==> src/source/vita_cfg_pkg.sv <==
package vita_cfg_pkg;

   typedef logic [7:0] apb_addr_t;

   localparam apb_addr_t REG_CTRL       = 8'h00;  // Bit 0 soft clear
   localparam apb_addr_t REG_POLICY     = 8'h04;
   localparam apb_addr_t REG_TIME_HI    = 8'h08;
   localparam apb_addr_t REG_TIME_LO    = 8'h0C;  // Write loads the counter
   localparam apb_addr_t REG_STATUS     = 8'h10;  // Read pops
   localparam apb_addr_t REG_STATUS_CNT = 8'h14;

   // Error policy bits
   localparam int POLICY_WAIT        = 0;
   localparam int POLICY_NEXT_PACKET = 1;
   localparam int POLICY_NEXT_BURST  = 2;

endpackage

==> src/source/vita_tx_pkg.sv <==
package vita_tx_pkg;

   typedef logic [31:0] sample_t;
   typedef logic [63:0] vtime_t;
   typedef logic [15:0] seqnum_t;

   // Upper half sequence number, lower half one-hot kind
   typedef logic [31:0] status_code_t;

   // Header word layout
   localparam int HDR_SEQ_LSB     = 0;
   localparam int HDR_SEND_AT_BIT = 16;
   localparam int HDR_SOB_BIT     = 17;
   localparam int HDR_EOB_BIT     = 18;

   localparam logic [15:0] KIND_EOB_ACK            = 16'd1;
   localparam logic [15:0] KIND_UNDERRUN           = 16'd2;  // Gap between packets of a burst
   localparam logic [15:0] KIND_SEQ_ERROR          = 16'd4;
   localparam logic [15:0] KIND_TIME_ERROR         = 16'd8;  // Send time already past
   localparam logic [15:0] KIND_UNDERRUN_MIDPKT    = 16'd16;
   localparam logic [15:0] KIND_SEQ_ERROR_MIDBURST = 16'd32;

endpackage

==> src/source/vita_tx_control.sv <==
`timescale 1ns/1ps

module vita_tx_control
#(
   parameter int IDLE_TIMEOUT = 1000
)
(
   input  logic                       clk,
   input  logic                       arst_n_i,
   input  logic                       soft_clear_i,
   input  vita_tx_pkg::vtime_t        vita_time_i,
   input  logic [2:0]                 policy_i,
   input  vita_tx_pkg::sample_t       ent_sample_i,
   input  vita_tx_pkg::vtime_t        ent_time_i,
   input  vita_tx_pkg::seqnum_t       ent_seqnum_i,
   input  logic                       ent_eop_i,
   input  logic                       ent_eob_i,
   input  logic                       ent_sob_i,
   input  logic                       ent_send_at_i,
   input  logic                       ent_seq_err_i,
   input  logic                       ent_valid_i,
   output logic                       ent_ready_o,
   input  logic                       strobe_i,
   output vita_tx_pkg::sample_t       sample_o,
   output logic                       run_o,
   output logic                       evt_valid_o,
   output vita_tx_pkg::status_code_t  evt_code_o
);

   typedef enum logic [2:0] {
      st_idle, st_run, st_cont_burst, st_error, st_done, st_wait
   } state_t;

   localparam int CW = $clog2(IDLE_TIMEOUT + 1);

   state_t        state;
   state_t        state_d;
   logic          evt_d;
   logic [15:0]   kind_d;
   logic          now;
   logic          late;
   logic          late_del;
   logic          late_qual;
   logic          pol_wait;
   logic          pol_next_packet;
   logic          pol_next_burst;
   logic          run_q;
   logic [CW-1:0] countdown;

   assign now  = (vita_time_i == ent_time_i);
   assign late = (vita_time_i > ent_time_i);

   assign pol_wait        = policy_i[vita_cfg_pkg::POLICY_WAIT];
   assign pol_next_packet = policy_i[vita_cfg_pkg::POLICY_NEXT_PACKET];
   assign pol_next_burst  = policy_i[vita_cfg_pkg::POLICY_NEXT_BURST];

   always_comb
   begin
      state_d = state;
      evt_d   = 1'b0;
      kind_d  = vita_tx_pkg::KIND_EOB_ACK;
      case (state)
         st_idle:
            if (ent_valid_i)
            begin
               if (ent_seq_err_i)
               begin
                  state_d = st_error;
                  evt_d   = 1'b1;
                  kind_d  = vita_tx_pkg::KIND_SEQ_ERROR;
               end
               else if (!ent_send_at_i || now)
                  state_d = st_run;
               else if (late && late_del && late_qual)
               begin
                  state_d = st_error;
                  evt_d   = 1'b1;
                  kind_d  = vita_tx_pkg::KIND_TIME_ERROR;
               end
            end
         st_run:
            if (strobe_i)
            begin
               if (!ent_valid_i)
               begin
                  state_d = st_error;
                  evt_d   = 1'b1;
                  kind_d  = vita_tx_pkg::KIND_UNDERRUN_MIDPKT;
               end
               else if (ent_eop_i && ent_eob_i)
               begin
                  state_d = st_done;  // Ack the completed burst
                  evt_d   = 1'b1;
               end
               else if (ent_eop_i)
                  state_d = st_cont_burst;
            end
         st_cont_burst:
            if (strobe_i)
            begin
               evt_d  = 1'b1;
               kind_d = vita_tx_pkg::KIND_UNDERRUN;
               if (pol_next_packet)
                  state_d = st_done;
               else if (pol_wait)
                  state_d = st_wait;
               else
                  state_d = st_error;
            end
            else if (ent_valid_i)
            begin
               // New burst before eob counts as mid-burst error too
               if (ent_seq_err_i || ent_sob_i)
               begin
                  state_d = st_error;
                  evt_d   = 1'b1;
                  kind_d  = vita_tx_pkg::KIND_SEQ_ERROR_MIDBURST;
               end
               else
                  state_d = st_run;
            end
         st_error:
            if (ent_valid_i && ent_eop_i)
            begin
               if (pol_next_packet || (pol_next_burst && ent_eob_i))
                  state_d = st_idle;
               else if (pol_wait)
                  state_d = st_wait;
            end
         st_done:
            state_d = st_idle;
         st_wait:
            state_d = st_wait;  // Left only by soft clear
         default:
            state_d = st_idle;
      endcase
   end

   assign ent_ready_o = (state == st_error) | (strobe_i & (state == st_run));
   assign sample_o    = (state == st_run) ? ent_sample_i : '0;
   assign run_o       = (state == st_run) | run_q;

   always_ff @(posedge clk or negedge arst_n_i)
   begin
      if (!arst_n_i)
      begin
         state       <= st_idle;
         evt_valid_o <= 1'b0;
         late_del    <= 1'b0;
         late_qual   <= 1'b0;
      end
      else if (soft_clear_i)
      begin
         state       <= st_idle;
         evt_valid_o <= 1'b0;
         late_del    <= 1'b0;
         late_qual   <= 1'b0;
      end
      else
      begin
         state       <= state_d;
         evt_valid_o <= evt_d;
         late_del    <= late;
         late_qual   <= ent_valid_i & ~ent_ready_o;  // Entry held back
      end
   end

   always_ff @(posedge clk)
   begin
      if (evt_d)
         evt_code_o <= {ent_seqnum_i, kind_d};
   end

   // Keeps the DSP running across short gaps
   always_ff @(posedge clk or negedge arst_n_i)
   begin
      if (!arst_n_i)
      begin
         run_q     <= 1'b0;
         countdown <= '0;
      end
      else if (soft_clear_i)
      begin
         run_q     <= 1'b0;
         countdown <= '0;
      end
      else if (state == st_run)
      begin
         if (strobe_i && ent_valid_i && ent_eop_i && ent_eob_i)
            run_q <= 1'b0;  // Last sample of the burst
         else
         begin
            run_q     <= 1'b1;
            countdown <= CW'(IDLE_TIMEOUT);
         end
      end
      else if (countdown == '0)
         run_q <= 1'b0;
      else
         countdown <= countdown - 1'b1;
   end

endmodule

==> src/source/vita_tx_deframer.sv <==
`timescale 1ns/1ps

module vita_tx_deframer
(
   input  logic                  clk,
   input  logic                  arst_n_i,
   input  logic                  soft_clear_i,
   input  logic [31:0]           in_data_i,
   input  logic                  in_eop_i,
   input  logic                  in_valid_i,
   output logic                  in_ready_o,
   output vita_tx_pkg::sample_t  ent_sample_o,
   output vita_tx_pkg::vtime_t   ent_time_o,
   output vita_tx_pkg::seqnum_t  ent_seqnum_o,
   output logic                  ent_eop_o,
   output logic                  ent_eob_o,
   output logic                  ent_sob_o,
   output logic                  ent_send_at_o,
   output logic                  ent_seq_err_o,
   output logic                  ent_valid_o,
   input  logic                  ent_ready_i
);

   typedef enum logic [1:0] {st_header, st_time_hi, st_time_lo, st_payload} state_t;

   state_t               state;
   logic                 ready_en;   // Low for one cycle after reset or clear
   logic                 first_q;
   logic                 in_fire;
   logic                 load;
   vita_tx_pkg::seqnum_t hdr_seq;
   vita_tx_pkg::seqnum_t expect_q;

   // Fields of the packet being parsed
   vita_tx_pkg::seqnum_t pkt_seq;
   vita_tx_pkg::vtime_t  pkt_time;
   logic                 pkt_send_at;
   logic                 pkt_sob;
   logic                 pkt_eob;
   logic                 pkt_seq_err;

   assign in_ready_o = ready_en & ~soft_clear_i &
                       ((state != st_payload) | ~ent_valid_o | ent_ready_i);
   assign in_fire    = in_valid_i & in_ready_o;
   assign load       = in_fire & (state == st_payload);
   assign hdr_seq    = in_data_i[vita_tx_pkg::HDR_SEQ_LSB +: 16];

   always_ff @(posedge clk or negedge arst_n_i)
   begin
      if (!arst_n_i)
      begin
         state       <= st_header;
         ready_en    <= 1'b0;
         first_q     <= 1'b1;
         expect_q    <= '0;
         ent_valid_o <= 1'b0;
      end
      else if (soft_clear_i)
      begin
         state       <= st_header;
         ready_en    <= 1'b0;
         first_q     <= 1'b1;
         ent_valid_o <= 1'b0;
      end
      else
      begin
         ready_en <= 1'b1;
         if (load)
            ent_valid_o <= 1'b1;
         else if (ent_ready_i)
            ent_valid_o <= 1'b0;
         if (in_fire)
         begin
            case (state)
               st_header:
               begin
                  first_q  <= 1'b0;
                  expect_q <= hdr_seq + 16'd1;
                  if (in_eop_i)
                     state <= st_header;  // Empty packet
                  else if (in_data_i[vita_tx_pkg::HDR_SEND_AT_BIT])
                     state <= st_time_hi;
                  else
                     state <= st_payload;
               end
               st_time_hi: state <= st_time_lo;
               st_time_lo: state <= st_payload;
               default:
                  if (in_eop_i)
                     state <= st_header;
            endcase
         end
      end
   end

   always_ff @(posedge clk)
   begin
      if (in_fire && state == st_header)
      begin
         pkt_seq     <= hdr_seq;
         pkt_send_at <= in_data_i[vita_tx_pkg::HDR_SEND_AT_BIT];
         pkt_sob     <= in_data_i[vita_tx_pkg::HDR_SOB_BIT];
         pkt_eob     <= in_data_i[vita_tx_pkg::HDR_EOB_BIT];
         pkt_seq_err <= ~first_q & (hdr_seq != expect_q);
      end
      if (in_fire && state == st_time_hi)
         pkt_time[63:32] <= in_data_i;
      if (in_fire && state == st_time_lo)
         pkt_time[31:0] <= in_data_i;
      if (load)
      begin
         ent_sample_o  <= in_data_i;
         ent_time_o    <= pkt_time;
         ent_seqnum_o  <= pkt_seq;
         ent_eop_o     <= in_eop_i;
         ent_eob_o     <= pkt_eob;
         ent_sob_o     <= pkt_sob;
         ent_send_at_o <= pkt_send_at;
         ent_seq_err_o <= pkt_seq_err;
      end
   end

endmodule

==> src/source/vita_tx_regs.sv <==
`timescale 1ns/1ps

module vita_tx_regs
(
   input  logic                       clk,
   input  logic                       arst_n_i,
   input  logic                       psel_i,
   input  logic                       penable_i,
   input  logic                       pwrite_i,
   input  vita_cfg_pkg::apb_addr_t    paddr_i,
   input  logic [31:0]                pwdata_i,
   output logic [31:0]                prdata_o,
   output logic                       pready_o,
   output logic                       pslverr_o,
   output logic                       soft_clear_o,
   output logic [2:0]                 policy_o,
   output vita_tx_pkg::vtime_t        vita_time_o,
   output logic                       pop_o,
   input  vita_tx_pkg::status_code_t  head_code_i,
   input  logic [7:0]                 count_i,
   input  logic                       overflow_i
);

   logic        access;
   logic        wr;
   logic        mapped;
   logic        read_only;
   logic [31:0] time_hi_q;

   assign access   = psel_i & penable_i;
   assign wr       = access & pwrite_i;
   assign pready_o = 1'b1;

   always_comb
   begin
      mapped    = 1'b1;
      read_only = 1'b0;
      prdata_o  = '0;
      case (paddr_i)
         vita_cfg_pkg::REG_CTRL:
            prdata_o = '0;  // Soft clear reads as 0
         vita_cfg_pkg::REG_POLICY:
            prdata_o = {29'd0, policy_o};
         vita_cfg_pkg::REG_TIME_HI:
            prdata_o = vita_time_o[63:32];
         vita_cfg_pkg::REG_TIME_LO:
            prdata_o = vita_time_o[31:0];
         vita_cfg_pkg::REG_STATUS:
         begin
            read_only = 1'b1;
            prdata_o  = (count_i != 8'd0) ? head_code_i : '0;
         end
         vita_cfg_pkg::REG_STATUS_CNT:
         begin
            read_only = 1'b1;
            prdata_o  = {overflow_i, 23'd0, count_i};
         end
         default:
            mapped = 1'b0;
      endcase
   end

   assign pslverr_o = access & (~mapped | (pwrite_i & read_only));
   assign pop_o     = access & ~pwrite_i & (paddr_i == vita_cfg_pkg::REG_STATUS);

   always_ff @(posedge clk or negedge arst_n_i)
   begin
      if (!arst_n_i)
      begin
         policy_o     <= '0;
         time_hi_q    <= '0;
         vita_time_o  <= '0;
         soft_clear_o <= 1'b0;
      end
      else
      begin
         soft_clear_o <= wr & (paddr_i == vita_cfg_pkg::REG_CTRL) & pwdata_i[0];
         if (wr && paddr_i == vita_cfg_pkg::REG_POLICY)
            policy_o <= pwdata_i[2:0];
         if (wr && paddr_i == vita_cfg_pkg::REG_TIME_HI)
            time_hi_q <= pwdata_i;
         if (wr && paddr_i == vita_cfg_pkg::REG_TIME_LO)
            vita_time_o <= {time_hi_q, pwdata_i};
         else
            vita_time_o <= vita_time_o + 64'd1;
      end
   end

endmodule

==> src/source/vita_tx_status.sv <==
`timescale 1ns/1ps

module vita_tx_status
#(
   parameter int STATUS_DEPTH = 8
)
(
   input  logic                       clk,
   input  logic                       arst_n_i,
   input  logic                       soft_clear_i,
   input  logic                       evt_valid_i,
   input  vita_tx_pkg::status_code_t  evt_code_i,
   input  logic                       pop_i,
   output vita_tx_pkg::status_code_t  head_code_o,
   output logic [7:0]                 count_o,
   output logic                       overflow_o,
   output logic                       irq_o
);

   localparam int AW = $clog2(STATUS_DEPTH);

   vita_tx_pkg::status_code_t mem [STATUS_DEPTH];
   logic [AW-1:0]             wr_ptr;
   logic [AW-1:0]             rd_ptr;
   logic [AW:0]               cnt;
   logic                      full;
   logic                      push;
   logic                      pop;

   assign full = (cnt == (AW + 1)'(STATUS_DEPTH));
   assign push = evt_valid_i & ~full;
   assign pop  = pop_i & (cnt != '0);

   assign head_code_o = mem[rd_ptr];
   assign count_o     = 8'(cnt);
   assign irq_o       = (cnt != '0);

   always_ff @(posedge clk or negedge arst_n_i)
   begin
      if (!arst_n_i)
      begin
         wr_ptr     <= '0;
         rd_ptr     <= '0;
         cnt        <= '0;
         overflow_o <= 1'b0;
      end
      else if (soft_clear_i)
      begin
         wr_ptr     <= '0;
         rd_ptr     <= '0;
         cnt        <= '0;
         overflow_o <= 1'b0;
      end
      else
      begin
         if (push)
            wr_ptr <= wr_ptr + 1'b1;  // Wraps, depth is a power of two
         if (pop)
            rd_ptr <= rd_ptr + 1'b1;
         if (push && !pop)
            cnt <= cnt + 1'b1;
         else if (pop && !push)
            cnt <= cnt - 1'b1;
         if (evt_valid_i && full)
            overflow_o <= 1'b1;  // Code dropped
      end
   end

   always_ff @(posedge clk)
   begin
      if (push)
         mem[wr_ptr] <= evt_code_i;
   end

endmodule

==> src/source/vita_tx_top.sv <==
`timescale 1ns/1ps

module vita_tx_top
#(
   parameter int IDLE_TIMEOUT = 1000,
   parameter int STATUS_DEPTH = 8
)
(
   input  logic                     clk,
   input  logic                     arst_n_i,
   input  logic                     psel_i,
   input  logic                     penable_i,
   input  logic                     pwrite_i,
   input  vita_cfg_pkg::apb_addr_t  paddr_i,
   input  logic [31:0]              pwdata_i,
   output logic [31:0]              prdata_o,
   output logic                     pready_o,
   output logic                     pslverr_o,
   input  logic [31:0]              in_data_i,
   input  logic                     in_eop_i,
   input  logic                     in_valid_i,
   output logic                     in_ready_o,
   input  logic                     strobe_i,
   output vita_tx_pkg::sample_t     sample_o,
   output logic                     run_o,
   output logic                     irq_o
);

   logic                      soft_clear;
   logic [2:0]                policy;
   vita_tx_pkg::vtime_t       vita_time;
   logic                      pop;
   vita_tx_pkg::status_code_t head_code;
   logic [7:0]                count;
   logic                      overflow;

   // Deframer to control
   vita_tx_pkg::sample_t      ent_sample;
   vita_tx_pkg::vtime_t       ent_time;
   vita_tx_pkg::seqnum_t      ent_seqnum;
   logic                      ent_eop;
   logic                      ent_eob;
   logic                      ent_sob;
   logic                      ent_send_at;
   logic                      ent_seq_err;
   logic                      ent_valid;
   logic                      ent_ready;

   logic                      evt_valid;
   vita_tx_pkg::status_code_t evt_code;

   vita_tx_regs u_regs
   (
      .clk          (clk),
      .arst_n_i     (arst_n_i),
      .psel_i       (psel_i),
      .penable_i    (penable_i),
      .pwrite_i     (pwrite_i),
      .paddr_i      (paddr_i),
      .pwdata_i     (pwdata_i),
      .prdata_o     (prdata_o),
      .pready_o     (pready_o),
      .pslverr_o    (pslverr_o),
      .soft_clear_o (soft_clear),
      .policy_o     (policy),
      .vita_time_o  (vita_time),
      .pop_o        (pop),
      .head_code_i  (head_code),
      .count_i      (count),
      .overflow_i   (overflow)
   );

   vita_tx_deframer u_deframer
   (
      .clk           (clk),
      .arst_n_i      (arst_n_i),
      .soft_clear_i  (soft_clear),
      .in_data_i     (in_data_i),
      .in_eop_i      (in_eop_i),
      .in_valid_i    (in_valid_i),
      .in_ready_o    (in_ready_o),
      .ent_sample_o  (ent_sample),
      .ent_time_o    (ent_time),
      .ent_seqnum_o  (ent_seqnum),
      .ent_eop_o     (ent_eop),
      .ent_eob_o     (ent_eob),
      .ent_sob_o     (ent_sob),
      .ent_send_at_o (ent_send_at),
      .ent_seq_err_o (ent_seq_err),
      .ent_valid_o   (ent_valid),
      .ent_ready_i   (ent_ready)
   );

   vita_tx_control #(.IDLE_TIMEOUT(IDLE_TIMEOUT)) u_control
   (
      .clk           (clk),
      .arst_n_i      (arst_n_i),
      .soft_clear_i  (soft_clear),
      .vita_time_i   (vita_time),
      .policy_i      (policy),
      .ent_sample_i  (ent_sample),
      .ent_time_i    (ent_time),
      .ent_seqnum_i  (ent_seqnum),
      .ent_eop_i     (ent_eop),
      .ent_eob_i     (ent_eob),
      .ent_sob_i     (ent_sob),
      .ent_send_at_i (ent_send_at),
      .ent_seq_err_i (ent_seq_err),
      .ent_valid_i   (ent_valid),
      .ent_ready_o   (ent_ready),
      .strobe_i      (strobe_i),
      .sample_o      (sample_o),
      .run_o         (run_o),
      .evt_valid_o   (evt_valid),
      .evt_code_o    (evt_code)
   );

   vita_tx_status #(.STATUS_DEPTH(STATUS_DEPTH)) u_status
   (
      .clk          (clk),
      .arst_n_i     (arst_n_i),
      .soft_clear_i (soft_clear),
      .evt_valid_i  (evt_valid),
      .evt_code_i   (evt_code),
      .pop_i        (pop),
      .head_code_o  (head_code),
      .count_o      (count),
      .overflow_o   (overflow),
      .irq_o        (irq_o)
   );

endmodule

==> config.mk <==
export PLATFORM = sky130hd
export DESIGN_NAME = vita_tx_top
export DESIGN_NICKNAME = d
export VERILOG_FILES = /design/src/source/vita_cfg_pkg.sv /design/src/source/vita_tx_pkg.sv /design/src/source/vita_tx_control.sv /design/src/source/vita_tx_deframer.sv /design/src/source/vita_tx_regs.sv /design/src/source/vita_tx_status.sv /design/src/source/vita_tx_top.sv
export SDC_FILE = /design/constraint.sdc
export NUM_CORES = 1
export LEC_CHECK = 0
export BUFFER_PORTS_ARGS = -buffer_cell sky130_fd_sc_hd__buf_2
export CAP_MARGIN = 20
export CORE_MARGIN = 1
export CORE_UTILIZATION = 25
export DETAILED_ROUTE_END_ITERATION = 8
export PLACE_DENSITY = 0.4
export SETUP_SLACK_MARGIN = 0.2
export SYNTH_ARGS = -nofsm -noshare
export SYNTH_HDL_FRONTEND = slang
export SYNTH_SLANG_ARGS = --single-unit
==> constraint.sdc <==
create_clock -name clk -period 6.62 [get_ports clk]
set_clock_uncertainty 0.1 [all_clocks]
set_input_delay 1.986 -clock clk [delete_from_list [all_inputs] [get_ports clk]]
set_output_delay 1.986 -clock clk [all_outputs]
set_load 0.005 [all_outputs]
Word-level counts from Yosys, hierarchy flattened
Memory sizes are Yosys's and may differ from the RTL's.
Index checks and enable logic that the tools add are counted.
{"block": "op_classes", "add_sub_neg": 7, "n_reduce_logical": 45, "n_mux": 80, "n_bitwise": 29, "n_lt_le_gt_ge": 1, "n_eq_ne": 25}
{"operator": "32-bit one-hot mux with 5 select lines", "count": 1}
{"operator": "16-bit 2-to-1 mux", "count": 6}
{"operator": "64-bit by 1-bit adder with 64-bit output (second input constant)", "count": 1}
{"operator": "64-bit == test", "count": 1}
{"operator": "64-bit greater-than comparator", "count": 1}
{"operator": "32-bit 2-to-1 mux", "count": 2}
{"operator": "64-bit 2-to-1 mux", "count": 1}
{"operator": "3-bit 2-to-1 mux", "count": 20}
{"operator": "16-bit one-hot mux with 3 select lines", "count": 1}
{"operator": "10-bit 2-to-1 mux", "count": 4}
{"operator": "1-bit 2-to-1 mux", "count": 30}
{"operator": "1-bit bitwise AND", "count": 17}
{"operator": "1-bit logical AND", "count": 17}
{"operator": "16-bit by 1-bit adder with 16-bit output (second input constant)", "count": 1}
{"operator": "8-bit by 4-bit == test with 1-bit output (second input constant)", "count": 2}
{"operator": "8-bit by 5-bit == test with 1-bit output (second input constant)", "count": 2}
{"operator": "4-bit 2-to-1 mux", "count": 4}
{"operator": "16-bit inequality test", "count": 1}
{"operator": "3-bit one-hot mux with 5 select lines", "count": 1}
{"operator": "2-bit 2-to-1 mux", "count": 6}
{"operator": "10-bit logical NOT", "count": 1}
{"operator": "2-bit nonzero test", "count": 5}
{"operator": "10-bit by 1-bit subtractor with 10-bit output (second input constant)", "count": 1}
{"operator": "3-bit inequality test (second input constant)", "count": 3}
{"operator": "36 further kinds", "count": 58}
{"block": "totals", "reg_bits": 382, "ram_bits": 256, "input_bits": 80, "out_inout_bits": 69, "mem_count": 1, "word_cells": 223}
{"name": "u_status.mem", "depth": 8, "word_bits": 32, "rd": 1, "rd_clocked_by_memory_dff": 0, "wr": 1, "line_no": "vita_tx_status.sv:22", "source": "vita_tx_pkg::status_code_t mem [STATUS_DEPTH];"}

Logic depth before layout (Yosys ltp)
Gate-level depths: netlist (run 1).
{"block": "depth", "ltp_word": 9, "ltp_mapped": 14, "mapped_depth_nobuf": 13}

Hierarchy
Synthesis (run 1) repeated with hierarchy kept, for this count alone.
{"block": "unflattened", "hier_cells": 1864, "hier_area_um2": 27410.0}
{"module": "vita_tx_status", "seq_area_each_um2": 7962.6, "cells_each": 459, "area_each_um2": 10367.4, "n_inst": 1}
{"module": "vita_tx_deframer", "seq_area_each_um2": 6562.5, "cells_each": 350, "area_each_um2": 7518.5, "n_inst": 1}
{"module": "vita_tx_regs", "seq_area_each_um2": 2502.4, "cells_each": 610, "area_each_um2": 5779.3, "n_inst": 1}
{"module": "vita_tx_control", "seq_area_each_um2": 1086.0, "cells_each": 445, "area_each_um2": 3744.8, "n_inst": 1}

Worst setup path after synthesis (run 1)
OpenSTA, ideal clock, no wires.
{"block": "synth_timing", "path_kind": "input to register", "startpoint": "input strobe_i", "endpoint": "register u_deframer.ent_eob_o (enable)", "required_time_ps": 6029, "setup_ps": 491, "path_slack_ps": 532, "path_stages": 5, "arrival_time_ps": 5498, "path_buffers": 1, "path_cell_list": "clkbuf_1 -> nor2_1 -> o21ai_0 -> o211a_1 -> and3_1"}
{"block": "synth_between", "elab_chain_cells": 6}
{"element": "start: declaration", "line_no": "vita_tx_top.sv:23", "source": "input logic strobe_i,"}
{"element": "1-bit bitwise AND", "line_no": "vita_tx_control.sv:139", "source": "assign ent_ready_o = (state == st_error) | (strobe_i & (state == st_run));"}
{"element": "1-bit bitwise OR", "line_no": "vita_tx_control.sv:139"}
{"element": "1-bit bitwise OR", "line_no": "vita_tx_deframer.sv:43", "source": "((state != st_payload) | ~ent_valid_o | ent_ready_i);"}
{"element": "1-bit bitwise AND", "line_no": "vita_tx_deframer.sv:42", "source": "assign in_ready_o = ready_en & ~soft_clear_i &"}
{"element": "via in_ready_o", "line_no": "vita_tx_top.sv:22", "source": "output logic in_ready_o,"}
{"element": "1-bit bitwise AND", "line_no": "vita_tx_deframer.sv:44", "source": "assign in_fire = in_valid_i & in_ready_o;"}
{"element": "1-bit bitwise AND", "line_no": "vita_tx_deframer.sv:45", "source": "assign load = in_fire & (state == st_payload);"}
{"element": "via u_deframer.load", "line_no": "vita_tx_deframer.sv:30", "source": "logic load;"}
{"element": "end signal: assignment", "line_no": "vita_tx_deframer.sv:116", "source": "ent_eob_o <= pkt_eob;"}
{"element": "end: declaration", "line_no": "vita_tx_deframer.sv:16", "source": "output logic ent_eob_o,"}
The timed path passes the listed nets, and every way through them passes these cells.
A chain may end at the register's enable or synchronous reset.

Final worst setup path (run 1)
{"block": "layout_timing", "startpoint": "input paddr_i[1]", "endpoint": "output prdata_o[25]"}
{"block": "layout_between", "elab_chain_cells": 2, "word_cells_on_any_way": 6, "cone_classes": "eq/ne: 5; mux: 1"}
{"element": "start: declaration", "line_no": "vita_tx_top.sv:14", "source": "input vita_cfg_pkg::apb_addr_t paddr_i,"}
{"element": "8-bit by 5-bit == test with 1-bit output, or another cell as far along", "line_no": "vita_tx_regs.sv:39", "source": "case (paddr_i)"}
{"element": "32-bit one-hot mux with 5 select lines (*)", "line_no": "vita_tx_regs.sv:39"}
{"element": "end: declaration", "line_no": "vita_tx_top.sv:16", "source": "output logic [31:0] prdata_o,"}
Every way passes the cells marked *; elsewhere a longest branch is shown, timed or not.

==> impl_summary.md, run 1 <==
Clock network
The CTS root buffer is clkbuf_16. The number of gates resized after CTS is 0. CTS saw 548 sinks. For this design, the CTS-stage hold fixing added 0 buffers. Buffers inserted during clock tree synthesis total 67. The number of post-CTS setup repair buffers is 0. The worst-skew pair later-pin latency is slightly above 0.6 ns. The clock-pin transition on the worst setup and hold timing paths is 0.05 ns.

The H-tree was split into 3 levels. TritonCTS built the clock tree. The number of buffers on the longest clock path is 3.

Synth
The sequential-to-total area share from yosys stat is 0.6714. The top flip-flop cell by instance count after synthesis is edfxtp_1. The library cell with the largest summed area after synthesis is edfxtp_1. The post-synthesis area per instance is 14.26 sq um.

The count of state elements after synthesis is approximately 550. Sorting the synthesized cells by area gives the leading types as edfxtp_1 51%, dfrtp_1 16%, mux4_2 4.2%. The synthesized instance count is roughly 1600.

The netlist area before placement is approximately 0.023 sq mm. The area share of the largest cell type after synthesis is 0.5120. The most frequent cell after synthesis is edfxtp_1. The async set-reset flop share out of synthesis is 0.2719. The number of different library cells in the post-synthesis netlist is 69. After synthesis, the most frequently instantiated cells are 399 x edfxtp_1, 148 x dfrtp_1, 117 x nor2_1, 112 x a21oi_1, 93 x nand2_1. Yosys mapped a number of flops with a built-in enable equal to 399. The post-synthesis net count is ~1800. Yosys printed 0 warnings.

Worst setup path
The worst register-to-register path has a setup slack of between 2 and 3 ns. Data on the critical path is required at its endpoint by between 4 and 5 ns. The critical-path maximum fanout is 17. Data arrives at the worst endpoint at 3.87 ns. The startpoint of the worst register-to-register path is u_regs.vita_time_o[63]. The logic depth of the worst register-to-register path is 10.

STA classifies the critical path startpoint as an input pin. The critical path endpoint category is an output port. In this run the critical register-to-register path is captured at u_control.evt_code_o[28].

The start-to-end type of the worst setup path is in2out.

Die
The floorplan die area is 0.09483 sq mm. The horizontal die dimension is ~300 microns. The overall die height is approximately 310 microns. The initial utilization of the core area, before any placement, comes to 0.2538.

The floorplan step defined a core boundary enclosing approximately 0.092 sq mm. The number of cell rows is 111. The top-level port count is around 150.

Flow run
The number of max-capacitance violations reported is 0.

Timing
The worst relative slew slack is 0.3615. The tightest hold margin is around 0.31 ns. The final clock period utilization by the worst path is 0.9004. Summed over all failing endpoints, the final setup total negative slack is 0 ns. The number of failing setup endpoints in the final timing report is 0. Setup repair after global routing left no endpoint under its margin.

The total count of max-transition violations in the final report is 0. The clock period minus final worst setup slack is about 6 ns. The number of hold violations in the final report was 0. The transition at the pin with the smallest max-transition slack is approximately 0.96 ns.

The top achievable clock speed is 167.8 MHz.

Finish
The finished cells cover between 0.02 and 0.03 sq mm. After the last flow step, the layout net total stands at 1982. The area growth from synthesis to layout is 19.48%. The layout cell share with drive strength beyond 1 is 0.2033. In the final layout, flip-flops and latches occupy approximately 0.016 sq mm. The total of fill cells in the finished design is 9313. Summing all multi-input logic gate instances after layout gives 0.007207 sq mm.

Placement
The placed wire-length estimate is 49520 microns. After detailed placement, the total cell area comes to between 0.02 and 0.03 sq mm. The count of input and output buffers is between 100 and 150.

The placer's final routability congestion estimate is 0.7952.

Detailed routing
In this run, the number of DRC markers left after iteration 0 of detailed routing was approximately 1100. The count of nets left with antenna violations once routing finished came out at 0. In the final routed layout, each cell accounts on average for ~23 microns. The via total after detailed routing is 14118. The first TritonRoute pass finished after 5 iterations. In the routed design, unresolved DRC markers number 0. The routed via count divided by cell count is between 4 and 5.

Summed over all layers, the routed wires come to around 70000 microns.

Global routing
The number of antenna violations at the first check in global routing is 5. The pin count of the biggest net entering global routing is 105. For this run, the total global-route usage over all layers was measured as 0.1502. For this run the aggregate overflow at the end of global routing stands at 0. The global-route wire length before repair is ~100000 microns. The via count of the first global-routing pass is ~14000.

Hold path
The hold path startpoint is u_deframer.pkt_time[14]. The class of the tightest hold or removal check is reg2reg. For hold timing, the worst endpoint is u_deframer.ent_time_o[14].

The worst hold path was traced through 0 stages.

Power
The maximum vdd drop is between 150 and 200 uV. Summed over all cells, the static leakage comes to around 0.011 uW. The power per cell area is 357.2 mW/mm^2.

Status
The flow ran to the end, and the final reports show no timing, DRC or antenna violations.
final cells by class:
type | count | area share
timing repair buffer | 176 | 0.03549
tap | 1243 | 0.05562
clock buffer | 93 | 0.06641
inverter | 77 | 0.01034
sequential | 548 | 0.5620
multi-input combinational | 955 | 0.2578
clock inverter | 30 | 0.01222
antenna | 2 | 0.0001790
per-stage QoR:
step / total power (uW) / instances / setup slack, ns / util
after floorplan: 5678 / 1641 / 0.5316 / -
after global placement: 6368 / 2998 / 0.7348 / 0.2790
after detailed placement: 6424 / 2998 / 0.6482 / 0.2790
after CTS: 10150 / 3121 / 0.6416 / 0.3028
after global routing: 10490 / 3122 / 0.4212 / 0.3031
final: 9988 / 3124 / 0.6596 / 0.3032
where the power goes:
part           leakage (uW)  internal, uW  switching, uW
logic               0.00396           543            849
registers           0.00558          4420            503
clock network       0.00106          2210           1470
total                0.0106          7170           2820
flip-flops by register name, summed over array words and instances, names as in the netlist, 10 cells and up:
name and count:
u_control.countdown 10, u_deframer.ent_sample_o 32, u_deframer.pkt_time 64, u_regs.vita_time_o 64
u_regs.time_hi_q 32, u_deframer.pkt_seq 16, u_status.mem 176, u_deframer.ent_time_o 64
u_deframer.ent_seqnum_o 16, u_deframer.expect_q 16, u_control.evt_code_o 22
critical path, cell delays in order:
cell	delay, ns
buf_2	0.09
nor3_1	0.25
nand2_1	0.11
nor3_1	0.42
and2_1	0.23
buf_4	0.30
a22oi_1	0.13
o21ai_0	0.13
buf_2	0.18
how the worst max path moves through the flow:
stage | end | slack [ns] | start | cells past startpoint
CTS | prdata_o[25] | 0.64 | paddr_i[1] | 9
floorplan | u_deframer.ent_eob_o | 0.53 | strobe_i | 5
detailed placement | prdata_o[25] | 0.65 | paddr_i[1] | 9
finish | prdata_o[25] | 0.66 | paddr_i[1] | 9
global route | prdata_o[25] | 0.42 | paddr_i[1] | 9
global placement | prdata_o[23] | 0.73 | paddr_i[1] | 9
logic make-up after synthesis:
| group | synth area share |
|---|---|
| multiplexers | 0.07229 |
| XOR/XNOR | 0.03775 |
| AND/OR/NAND/NOR | 0.09277 |
| buffers and inverters | 0.02299 |
| AO/OA/AOI/OAI | 0.06117 |
| flip-flops | 0.6714 |
| other | 0.0001602 |
| adder cells (fa/ha/maj) | 0.04149 |
routing by layer:
layer  vias to the layer above  GRT usage  part of all wire
met5                         -          0           0.00018
met4                         2    0.03945             0.020
met3                        87    0.02687             0.048
met2                       342     0.2300              0.46
met1                      7197     0.2172              0.48
li1                       6490          -                 -
cells in the final DEF, fill, tap and decap left out, types with 9 or more instances in the layout:
cell type / count
mux2_2: 40
buf_4: 27
clkinv_1: 9
nor3_1: 13
and3_1: 24
nand2_1: 93
buf_2: 146
clkbuf_16: 69
clkbuf_1: 20
mux2i_1: 25
ha_1: 76
or3_1: 9
a21oi_1: 112
xnor2_1: 44
nor2_1: 116
mux4_2: 44
and2_1: 42
a22o_1: 11
dfrtp_1: 146
nand3_1: 38
inv_1: 77
nand4_1: 36
xor2_1: 55
nand2b_1: 11
edfxtp_1: 399
a22oi_1: 21
o21ai_0: 52
Note: power is estimated with default switching activity, not from simulation.
==> inputs of run 2 (changes only) <==
--- a/config.mk
+++ b/config.mk
@@ -7,6 +7,7 @@
 export LEC_CHECK = 0
 export BUFFER_PORTS_ARGS = -buffer_cell sky130_fd_sc_hd__buf_2
 export CAP_MARGIN = 20
+export CORE_ASPECT_RATIO = 0.6
 export CORE_MARGIN = 1
 export CORE_UTILIZATION = 25
 export DETAILED_ROUTE_END_ITERATION = 8
==> impl_summary.md, run 2 (synthesized netlist as in run 1, its figures left out) <==
Timing
Setup repair after global routing left no endpoint under its margin. The transition at the pin with the smallest max-transition slack was 0.9639 ns (+0.008360 ns). The final clock period utilization by the worst path is 0.9018 (+0.001411). The top achievable clock speed is 167.5 MHz (-0.16%). The total count of max-transition violations in the final report came to 0 (unchanged).

The clock period minus final worst setup slack is 5.970 ns (+0.009339 ns). The number of hold violations in the final report came to 0 (unchanged). The post-route setup TNS is 0 ns (unchanged). The number of failing setup endpoints in the final timing report was 0 (unchanged). The worst relative slew slack is 0.3574 (-0.004031).

Global routing
The pin count of the biggest net entering global routing is 85 (-19%). The global-route wire length before repair is 103900 microns (+1.3%). The via count of the first global-routing pass is 14185 (-1.1%). The combined global-route utilization of all metal layers is 0.1521 (+0.001934). The sum of overflow across all layers after global routing came to 0 (unchanged).

The number of antenna violations at the first check in global routing was 7 (+2).

Worst setup path
The startpoint of the worst register-to-register path is u_regs.vita_time_o[61]. The data required time at the worst endpoint is 4.53 ns (about the same). The data arrival at the endpoint of the critical path came to 3.88 ns (about the same).

The critical-path maximum fanout is 15 (-2). STA classifies the critical path startpoint as an input pin. The setup slack of the worst register-to-register path is 2.39 ns (-0.24 ns). The logic depth of the worst register-to-register path came to 10 (unchanged). The critical path endpoint category is an output port. The critical path in this run is classified as in2out.

The worst register-to-register path ends at u_control.evt_code_o[23].

Die
The overall die height came to 239.0 microns (-22%). The top-level port count was 149 (unchanged). The horizontal die dimension is 397.0 microns (+29%).

The placeable core region is 0.09222 sq mm (about the same). The number of cell rows is 86 (-23%). The initial core utilization came to 0.2538 (about the same).

The floorplan die area is 0.09487 sq mm (about the same).

Detailed routing
The count of unresolved DRC violations after routing is 14 (+14). The number of iterations in the first detailed-routing pass is 7 (+2). The routed via count divided by cell count was 4.564 (+0.99%). The wire length per cell after detailed routing is 23.17 microns (+2.9%). The violation count after the first detailed-routing iteration is 1284 (+16%).

The remaining antenna violation count after routing is 0 (unchanged). The via total after detailed routing was 14139 (+0.15%). The post-detailed-routing wire length was 71790 microns (+2.0%).

Power
The power per cell area is 344.0 mW/mm^2 (-3.7%). The total power is 9472 uW (-5.2%). The static leakage is 0.01040 uW (-1.9%).

The maximum vdd drop is 198.1 uV (+24%).

Finish
The number of flip-flops under the largest register name came to 176 (unchanged). The combined flip-flop and latch cell area is 0.01571 sq mm (unchanged). The layout cell share with drive strength beyond 1 was 0.2008 (-0.002548).

In the layout the commonest cells are 399 x edfxtp_1, 146 x buf_2, 146 x dfrtp_1. The area growth from synthesis to layout is 17.68%. The area used by multi-input combinational logic came to 0.007209 sq mm (about the same). Ranked by flip-flop count, first place goes to u_status.mem. The most frequent standard cell in the layout excluding fill and tap cells is edfxtp_1. The final layout net count is 1973 (-0.45%). The total of fill cells in the finished design came to 9263 (-0.54%). The final instance area is 0.02754 sq mm (-1.5%).

Clock network
The number of buffers inserted during clock tree synthesis was 56 (-16%). The CTS root buffer is clkbuf_16. The number of gates resized after CTS came to 0 (unchanged). The total number of clock tree sinks came to 548 (unchanged). The clock-pin transition on the worst setup and hold timing paths is 0.06 ns (about the same). The count of H-tree levels built during CTS is 2 (-1).

The number of buffers on the longest clock path is 3 (unchanged). The number of post-CTS setup repair buffers is 0 (unchanged). The CTS tree is done.

The worst-skew pair later-pin latency is 0.64 ns (+0.03 ns). The number of buffers inserted by hold repair at cts is 0 (unchanged).

Flow run
The number of max-capacitance violations reported came to 0 (unchanged).

Placement
The area after detailed placement is 0.02573 sq mm (about the same). The count of input and output buffers is 147 (unchanged). The placer's final routability congestion estimate is 0.7854 (-1.2%).

The placed wire-length estimate is 50230 microns (+1.4%).

Status
The checks that failed: design-rule violations. The flow ran to the end, but the final reports show violations.

Hold path
The worst hold path terminates at u_deframer.ent_time_o[48]. In this run the worst hold path is classified as reg2reg. The startpoint identified for the worst hold timing path is u_deframer.pkt_time[48].

The number of cells on the worst hold path is 0 (unchanged).
[run 2: cell types whose count changed in the layout (fill, tap and decap cells not counted), sizes merged]
cell,before,now
buf,176,178
bufinv,6,3
clkbuf,93,65
clkinv,17,30
clkinvlp,3,6
diode,2,3
inv,81,78
[run 2: worst max-delay path: stages]
cell     delay [ns]
buf_2          0.10
nor3_1         0.28
nand2_1        0.11
nor3_1         0.45
and2_1         0.24
buf_4          0.28
a22oi_1        0.15
o21ai_0        0.12
buf_2          0.14
[run 2: how the worst max path moves through the flow]
| stage | startpoint | cells past startpoint | slack, ns | end |
|---|---|---|---|---|
| 6_report | paddr_i[1] | 9 | 0.65 | prdata_o[4] |
| 2_1_floorplan | strobe_i | 5 | 0.53 | u_deframer.ent_eob_o |
| 4_1_cts | paddr_i[1] | 9 | 0.69 | prdata_o[4] |
| 3_3_place_gp | paddr_i[1] | 9 | 0.81 | prdata_o[5] |
| 3_5_place_dp | paddr_i[1] | 9 | 0.69 | prdata_o[4] |
| 5_1_grt | paddr_i[1] | 9 | 0.41 | prdata_o[5] |
[run 2: metrics by stage]
stage | utilization | cells | setup WS [ns] | hold WS, ns
3_5_place_dp | 0.2791 | 2989 | 0.6852 | 0.3045
6_report | 0.2986 | 3098 | 0.6503 | 0.3059
5_1_grt | 0.2985 | 3095 | 0.4147 | 0.3201
3_3_place_gp | 0.2791 | 2989 | 0.8059 | 0.3010
2_1_floorplan | - | 1641 | 0.5316 | 0.3003
4_1_cts | 0.2983 | 3094 | 0.6879 | 0.3060
[run 2: routing by layer]
layer / vias up / global-route usage / wire length (microns)
met5: - / 0 / 0
met4: 0 / 0.03522 / 1453
met3: 78 / 0.02420 / 3278
met2: 305 / 0.2237 / 30700
met1: 7290 / 0.2313 / 36360
li1: 6466 / - / -
[run 2: power by group]
group,internal (uW),switching [uW],leakage (uW)
Clock,1680,1440,0.000851
Sequential,4420,501,0.00558
Combinational,546,886,0.00397
Total,6650,2820,0.0104
[run 2: area by class of cell]
class                   instances  share of cell area
inverters                      77             0.01050
well taps                    1232             0.05598
diodes                          3           0.0002726
multi-input cells             955              0.2618
clock buffers                  65             0.05212
flip-flops and latches        548              0.5706
clock inverters                40             0.01240
repair buffers                178             0.03630
